===== src/dcache_pkg.sv =====
package dcache_pkg;

	// processor and bus geometry
	localparam int ADDR_WIDTH  = 64;
	localparam int WORD_WIDTH  = 64;

	// cache geometry, one word per line
	localparam int NUM_SETS    = 32;
	localparam int INDEX_BITS  = 5;    // addr[7:3]
	localparam int TAG_BITS    = 8;    // addr[15:8]
	localparam int OFFSET_BITS = 3;    // byte within the word

	// memory model
	localparam int MEM_WORD_BITS = 13;   // 8192 words
	localparam int MEM_LATENCY   = 6;    // acceptance to data return
	localparam int MEM_TAG_BITS  = 4;    // tag 0 is no transaction

	// initial memory word is word address xor this
	localparam logic [WORD_WIDTH-1:0] MEM_INIT_PATTERN = 64'h5a3c_96e1_0f87_d2b4;

	typedef enum logic [1:0] {
		BUS_NONE  = 2'b00,
		BUS_LOAD  = 2'b01,
		BUS_STORE = 2'b10
	} bus_command_t;

	typedef struct packed {
		bus_command_t          command;
		logic [ADDR_WIDTH-1:0] addr;
		logic [WORD_WIDTH-1:0] data;   // store data
	} proc_request_t;

	typedef struct packed {
		bus_command_t          command;
		logic [ADDR_WIDTH-1:0] addr;   // word aligned
		logic [WORD_WIDTH-1:0] data;
	} mem_request_t;

	typedef struct packed {
		logic [MEM_TAG_BITS-1:0] response;   // tag given to the request this cycle
		logic [WORD_WIDTH-1:0]   data;
		logic [MEM_TAG_BITS-1:0] tag;        // tag of the data returned this cycle
	} mem_reply_t;

	typedef struct packed {
		logic                  hit;
		logic [WORD_WIDTH-1:0] data;
	} cache_lookup_t;

endpackage


===== src/cache_array.sv =====
`timescale 1ns/1ps

module cache_array import dcache_pkg::*; (
	input  logic                  clock,
	input  logic                  reset,
	input  logic [INDEX_BITS-1:0] lookup_index,
	input  logic [TAG_BITS-1:0]   lookup_tag,
	output cache_lookup_t         lookup,
	input  logic                  fill,
	input  logic [INDEX_BITS-1:0] fill_index,
	input  logic [TAG_BITS-1:0]   fill_tag,
	input  logic [WORD_WIDTH-1:0] fill_data
);

	logic [NUM_SETS-1:0]   valid;
	logic [TAG_BITS-1:0]   tags [NUM_SETS];
	logic [WORD_WIDTH-1:0] data [NUM_SETS];

	// reset empties the cache, a fill marks its line
	always_ff @(posedge clock) begin
		if (reset) begin
			valid <= '0;
		end else if (fill) begin
			valid[fill_index] <= 1'b1;
		end
	end

	always_ff @(posedge clock) begin
		if (fill) begin
			tags[fill_index] <= fill_tag;
			data[fill_index] <= fill_data;
		end
	end

	// direct mapped, so one compare per lookup
	assign lookup.hit  = valid[lookup_index] && (tags[lookup_index] == lookup_tag);
	assign lookup.data = data[lookup_index];

	// looking up a just filled line must hit and return the written data
	property p_fill_lands;
		@(posedge clock) disable iff (reset)
		fill |=> !((lookup_index == $past(fill_index)) && (lookup_tag == $past(fill_tag))) ||
			(lookup.hit && (lookup.data == $past(fill_data)));
	endproperty

	a_fill_lands: assert property (p_fill_lands)
		else $error("cache_array: lookup of line %0d missed or wrong after fill", lookup_index);

endmodule


===== src/dcache.sv =====
`timescale 1ns/1ps

module dcache import dcache_pkg::*; (
	input  logic                  clock,
	input  logic                  reset,
	input  proc_request_t         proc_req,
	output logic [WORD_WIDTH-1:0] proc_data_out,
	output logic                  proc_valid,
	output mem_request_t          mem_req,
	input  mem_reply_t            mem_reply
);

	logic [INDEX_BITS-1:0]   current_index;
	logic [TAG_BITS-1:0]     current_tag;
	logic [INDEX_BITS-1:0]   last_index;
	logic [TAG_BITS-1:0]     last_tag;
	bus_command_t            last_command;
	logic [WORD_WIDTH-1:0]   last_data;
	logic [MEM_TAG_BITS-1:0] captured_tag;   // transaction tag of the load being waited on
	logic                    miss_outstanding;
	logic                    unanswered_miss;
	logic                    changed_req;
	logic                    load_fill;
	logic                    store_fill;
	logic                    fill;
	logic [WORD_WIDTH-1:0]   fill_data;
	cache_lookup_t           lookup;

	assign current_index = proc_req.addr[OFFSET_BITS +: INDEX_BITS];
	assign current_tag   = proc_req.addr[OFFSET_BITS+INDEX_BITS +: TAG_BITS];

	// new data under the same store address is a new request too
	assign changed_req = (current_index != last_index) || (current_tag != last_tag) ||
		(proc_req.command != last_command) ||
		((proc_req.command == BUS_STORE) && (proc_req.data != last_data));

	always_comb begin
		case (proc_req.command)
			BUS_LOAD:  proc_valid = lookup.hit;
			BUS_STORE: proc_valid = lookup.hit && !changed_req && !miss_outstanding;
			default:   proc_valid = 1'b0;
		endcase
	end

	assign proc_data_out = lookup.data;

	// bus request only goes out once the address has been registered
	assign mem_req.command = (miss_outstanding && !changed_req) ? proc_req.command : BUS_NONE;
	assign mem_req.addr    = {proc_req.addr[ADDR_WIDTH-1:OFFSET_BITS], {OFFSET_BITS{1'b0}}};
	assign mem_req.data    = proc_req.data;

	// a stale return in the cycle the request changes must not fill the new line
	assign load_fill  = (captured_tag != '0) && (mem_reply.tag == captured_tag) && !changed_req;
	assign store_fill = (mem_req.command == BUS_STORE) && (mem_reply.response != '0);
	assign fill       = load_fill || store_fill;
	assign fill_data  = store_fill ? proc_req.data : mem_reply.data;

	// stores always go to memory, loads only on a miss
	assign unanswered_miss = changed_req ? ((proc_req.command != BUS_NONE) && !proc_valid) :
		(miss_outstanding && (mem_reply.response == '0));

	always_ff @(posedge clock) begin
		if (reset) begin
			last_index       <= '1;   // first request after reset looks new
			last_tag         <= '1;
			last_command     <= BUS_NONE;
			captured_tag     <= '0;
			miss_outstanding <= 1'b0;
		end else begin
			last_index       <= current_index;
			last_tag         <= current_tag;
			last_command     <= proc_req.command;
			miss_outstanding <= unanswered_miss;
			if (changed_req || miss_outstanding || load_fill) begin
				// zero unless a load was just accepted
				captured_tag <= (mem_req.command == BUS_LOAD) ? mem_reply.response : '0;
			end
		end
	end

	always_ff @(posedge clock) begin
		last_data <= proc_req.data;
	end

	cache_array array_i (
		.clock        (clock),
		.reset        (reset),
		.lookup_index (current_index),
		.lookup_tag   (current_tag),
		.lookup       (lookup),
		.fill         (fill),
		.fill_index   (current_index),
		.fill_tag     (current_tag),
		.fill_data    (fill_data)
	);

	// an accepted offer clears the miss, so the bus is idle in the next cycle
	a_idle_bus: assert property (@(posedge clock) disable iff (reset)
		((mem_req.command != BUS_NONE) && (mem_reply.response != '0)) |=>
			(!miss_outstanding && (mem_req.command == BUS_NONE)))
		else $error("dcache: bus command %0d offered again after acceptance", mem_req.command);

	// the captured tag holds until its data arrives or the request changes
	a_tag_held: assert property (@(posedge clock) disable iff (reset)
		((captured_tag != '0) && !changed_req && !load_fill) |=> $stable(captured_tag))
		else $error("dcache: captured tag changed while waiting, now %h", captured_tag);

endmodule


===== config.mk =====
export PLATFORM = sky130hd
export DESIGN_NAME = dcache
export DESIGN_NICKNAME = d
export VERILOG_FILES = /design/src/dcache_pkg.sv /design/src/cache_array.sv /design/src/dcache.sv
export SDC_FILE = /design/constraint.sdc
export NUM_CORES = 2
export LEC_CHECK = 0
export ABC_AREA = 1
export BUFFER_PORTS_ARGS = -buffer_cell sky130_fd_sc_hd__buf_2
export CAP_MARGIN = 20
export CORE_ASPECT_RATIO = 0.8
export CORE_MARGIN = 5
export CORE_UTILIZATION = 65
export DETAILED_ROUTE_END_ITERATION = 10
export PLACE_DENSITY = 0.82
export SLEW_MARGIN = 10
export SYNTH_ARGS = -nofsm -noshare
export SYNTH_HDL_FRONTEND = slang
export SYNTH_SLANG_ARGS = --single-unit

===== constraint.sdc =====
create_clock -name clock -period 9 [get_ports clock]
set_input_delay 1.8 -clock clock [delete_from_list [all_inputs] [get_ports clock]]
set_output_delay 1.8 -clock clock [all_outputs]
set_load 0.02 [all_outputs]

# --- Word-level counts from Yosys, hierarchy flattened ---
# Memory sizes are Yosys's and may differ from the RTL's.
# Cells that the tools add are included.
# Widths: inputs -> output; s select.
op_classes:
  reduce_logical: 24
  magnitude_cmp: 2
  eq_ne: 10
  n_bitwise: 1
  n_mux: 11
op_table:
  columns: ["op", "n"]
  rows:
  - ["$mux 64", 1]
  - ["$ne 64x64->1", 1]
  - ["$or 32x32->32", 1]
  - ["$logic_and 1x1->1", 11]
  - ["$eq 8x8->1", 1]
  - ["$ne 8x8->1", 1]
  - ["$reduce_bool 4->1", 2]
  - ["$logic_or 1x1->1", 6]
  - ["$lt 5x6->1 const B", 1]
  - ["$bmux 1 s5", 1]
  - ["$demux 1 s5", 1]
  - ["$ge 5x1->1 const B", 1]
  - ["$mux 1", 5]
  - ["$ne 5x5->1", 1]
  - ["$eq 2x1->1 const B", 2]
  - ["$eq 2x2->1 const B", 2]
  - ["$eq 4x4->1", 1]
  - ["$logic_not 4->1", 1]
  - ["$mux 4", 1]
  - ["$logic_not 1->1", 3]
  - ["$mux 2", 1]
  - ["$ne 2x2->1", 1]
  - ["$pmux 1 s2", 1]
  - ["$reduce_bool 2->1", 1]
totals:
  ff_bits: 116
  memories: 2
  ram_bits: 2304
  elab_cells: 57
mem_list:
  columns: ["memory", "words", "width", "rd", "rd_ports_with_merged_regs", "wr", "line", "rtl"]
  rows:
  - ["array_i.data", 32, 64, 1, 0, 1, "cache_array.sv:17", "logic [WORD_WIDTH-1:0] data [NUM_SETS];"]
  - ["array_i.tags", 32, 8, 1, 0, 1, "cache_array.sv:16", "logic [TAG_BITS-1:0] tags [NUM_SETS];"]

# --- Depth between registers and ports, before layout ---
logic_depth:
  depth_word: 12
  ltp_mapped: 19
  mapped_depth_nobuf: 17

# --- Modules after synthesis ---
# A second synthesis with hierarchy kept.
hier_totals:
  cells_unflattened: 7816
  area_unflattened_um2: 97294.6
modules_own_cells:
  columns: ["mod", "area_each_um2", "cells_per_inst", "instances", "seq_area_each_um2"]
  rows:
  - ["cache_array", 91340.1, 6910, 1, 69827.0]
  - ["dcache", 5954.5, 906, 1, 1681.6]

# --- Worst setup path after synthesis ---
# No wires, ideal clock.
synth_path:
  path_type: "input port to output port"
  start: "input port proc_req[67] (netlist bit)"
  end: "output port proc_valid"
  cell_stages: 16
  arrival_time_ns: 3.575
  path_buffers: 3
  required_ns: 7.200
  setup_slack_ns: 3.625
  cell_sequence: "buf_4 > nand2_4 > inv_1 > buf_6 > buf_2 > a22oi_1 > nand2_1 > nand2_1 > nand2_1 > nor2_1 > nand2_1 > nand2_1 > nand2_1 > a31oi_1 > nand3_1 > a21oi_1"
synth_between:
  elab_chain_cells: 8
  word_cells_on_any_way: 13
  cone_classes: "eq/ne: 2; mux: 3; reduce/logical: 7; memory: 1"
synth_rtl:
  columns: ["item", "line", "rtl"]
  rows:
  - ["start: declaration", "dcache.sv:6", "input proc_request_t proc_req,"]
  - ["branches (longest 7 deep; another with $mem_v2 32x8)", null, null]
  - ["$pmux 1 s2 (*)", "dcache.sv:38", "case (proc_req.command)"]
  - ["end: declaration", "dcache.sv:8", "output logic proc_valid,"]
# Mark *: on every way between the ends. The select of a mux whose other input is x is not followed.

# --- Final worst setup path ---
layout_path:
  start: "input port proc_req[70] (netlist bit)"
  end: "output port proc_data_out[10]"
layout_between:
  elab_chain_cells: 1
layout_rtl:
  columns: ["item", "line", "rtl"]
  rows:
  - ["$mem_v2 32x64", null, null]
  - ["end: declaration", "dcache.sv:7", "output logic [WORD_WIDTH-1:0] proc_data_out,"]
# No other way between the ends.

==> results.toml <==
[critical_path]
arrival_ps = 5590
path_class = "in2out"
crit_fanout = 34
crit_path_end_kind = "output port"
ff2ff_path_depth = 17
cp.required_ps = 7200
start_kind = "input port"

[synthesis]
synth_edf_count = 2304
synth.avg_cell_area_sq_um = 14.8
ys_top_cells_by_area = "edfxtp_1 (75%), a22oi_1 (8.5%), nand2_1 (4.1%), a21oi_1 (2.6%), dfxtp_1 (2.5%)"
synthSimpleGateAreaFrac_pct = 6.44
ys.flop_type = "edfxtp_1"
synthArstFlopShare_pct = 0
synth_area_sq_um = 91900
synth_common_cells = "edfxtp_1 (2304), a22oi_1 (1040), nand2_1 (1000), a21oi_1 (470), inv_1 (256)"
synth_xor_area_share_pct = 0.353
synthAdderAreaFrac_pct = 0.0408
yosysWarningCount = 0
netlist_instances = 6198
synth_top_family_by_area = "compound AO/OA/AOI/OAI gates"
synth_cell_type_count = 38
ys_ff_latch = 2420
seq_area_frac_synth_pct = 77.8
yosysMostFrequentCell = "edfxtp_1"
synth-compound-area-share_pct = 11.6
synth_top_area_share_pct = 75.3
synthMuxAreaShare_pct = 0
yosys.area.top_type = "edfxtp_1"

[clocking]
hold_buffers = 0
cts_setup_buffers = 0
clk_pin_slew_worst_paths_ps = 70
cts_tree = "done"
cts_buffer_depth = 3
cts_buffers = 209
clock-root-buffer = "clkbuf_16"
clock_latency_ps = 860
ctsResizeCount = 0
cts_max_level = 4
cts.sinks = 2420

[final_layout]
synthToLayoutAreaGrowth_pct = 11.1
num-fill-cells = 7937
drive_gt1_share_pct = 13.4
nets = 6588
final_area_sq_um = 102000
multi_input_area_sq_um = 17200
ff_latch_area_sq_um = 71500

[route]
num_vias = 58100
viasPerCell = 6.89
dr.pass1.iters = 9
wirelength_microns = 260000
drt-initial-drc-count = 10300
routedWlPerCell_microns = 30.8
antenna_left = 0
drc = 0

[placed_design]
portBuffers = 296
postPlaceCellArea_sq_um = 95200
dp.final_hpwl_microns = 128000
place.gp.congestion = 0.817

[sta]
drv_slew = 0
whs_ps = 453
hold_viol_final = 0
finalCriticalPeriod_ps = 7390
fmax_ghz = 0.135
fin_crit_sh_pct = 82.1
worst-slew-pin-transition_ps = 1230
rsz0062_at_grt = "no"
max_slew_margin_pct = 17.8
fin_worst_skew_ps = 33.8
final-setup-viol-count = 0
finalSetupTns_ps = 0

[pwr]
p_leak_nw = 34.6
peakVddDrop_mv = 0.231
cellPowerDensity_nw_per_um2 = 219

[run_status]
status = "finished, final reports clean"

[die]
initial_core_util_pct = 65.4
io_pins = 399
std_cell_rows = 123
die_x_microns = 430
die-area_sq_um = 149000
core-area_sq_um = 141000
chipHeight_microns = 346

[global_routing]
grt_usage_pct = 34.1
grt-ovfl-total = 0
antenna_found_initial = 4
grt_start_max_net_pins = 171
grt_pass1_wl_microns = 371000
grt_pass1_vias = 56400

[job]
cap_violations = 0

[hold_path]
worstHoldPathType = "reg2reg"
hold_depth = 2
==> per-stage QoR <==
stage | cells | utilization [%] | power, W | setup slack [ps]
final | 8433 | 72.7 | 0.0224 | 1610
after global routing | 8431 | 72.7 | 0.0229 | 1620
after CTS | 8418 | 72.5 | 0.0223 | 1870
after detailed placement | 8032 | 67.7 | 0.0137 | 1940
after global placement | 8028 | 67.7 | 0.0137 | 1920
after floorplan | 6200 | - | 0.0133 | 3630
==> path summary, 6_finish.rpt <==
check                        start                   to  slack [ps]
setup / recovery      proc_req[70]    proc_data_out[10]        1610
hold / removal    array_i.valid[4]     array_i.valid[4]         450
setup reg to reg     last_data[19]  array_i.data[23][1]        3820
hold reg to reg   array_i.valid[4]     array_i.valid[4]         450
==> worst max-delay path: stages <==
cell and delay (ps):
buf_2 280, inv_1 220, nor3_4 210, buf_4 590
clkinv_2 750, buf_4 600, a21oi_1 240, or2_2 140
inv_1 50, nand4_1 370, buf_2 260
==> power by group <==
| part | internal, W | switching, W | leakage, nW | total, W |
|---|---|---|---|---|
| clock network | 0.00484 | 0.00403 | 3.25 | 0.00887 |
| registers | 0.0123 | 0.0000103 | 21.7 | 0.0123 |
| logic | 0.000322 | 0.000881 | 9.67 | 0.00120 |
| total | 0.0175 | 0.00492 | 34.6 | 0.0224 |
==> layout make-up <==
cell class	count	area share [%]
diodes	2	0.00490
clock buffers	256	5.47
clock inverters	130	1.06
inverters	266	1.12
multi-input cells	3037	16.8
flip-flops and latches	2420	70.0
well taps	1875	2.30
repair buffers	447	3.22
==> layer usage <==
| metal | vias up | GRT usage [%] | share of wire (%) |
|---|---|---|---|
| li1 | 23900 | - | - |
| met1 | 28000 | 46.4 | 33 |
| met2 | 5334 | 51.4 | 45 |
| met3 | 878 | 8.92 | 15 |
| met4 | 8 | 17.9 | 6.2 |
| met5 | - | 0.221 | 0.032 |
==> state kept, by name, indices dropped and copies added, names as in the netlist <==
register          cells
array_i.data       2048
captured_tag          4
array_i.tags        256
last_command          2
last_data            64
last_tag              8
miss_outstanding      1
last_index            5
array_i.valid        32
==> kinds of logic (layout without fill, tap and decap cells) <==
logic type | count (synthesis) | after routing
buf+inv | 743 | 1099
xor+xnor | 37 | 37
simple gates | 1398 | 1398
flops | 2420 | 2420
fa+ha+maj | 3 | 3
compound gates | 1596 | 1596
other cells | 1 | 5
==> placed cells by master, fill, tap and decap left out, types with 9 or more instances in the layout <==
master,instances
a21oi_1,470
a22oi_1,1040
buf_12,43
buf_2,296
buf_4,92
buf_8,15
bufinv_16,15
clkbuf_1,35
clkbuf_16,214
clkinv_1,57
clkinv_2,37
dfxtp_1,116
edfxtp_1,2304
inv_1,222
inv_4,19
inv_6,22
nand2_1,999
nand3_1,80
nand4_1,62
nor2_1,98
nor3_1,13
nor4_1,74
o21ai_0,23
o21ai_1,16
o21ai_2,31
o21ai_4,9
or2_2,42
xnor2_1,15
xor2_1,22
Note: power is estimated with default switching activity, not from simulation.
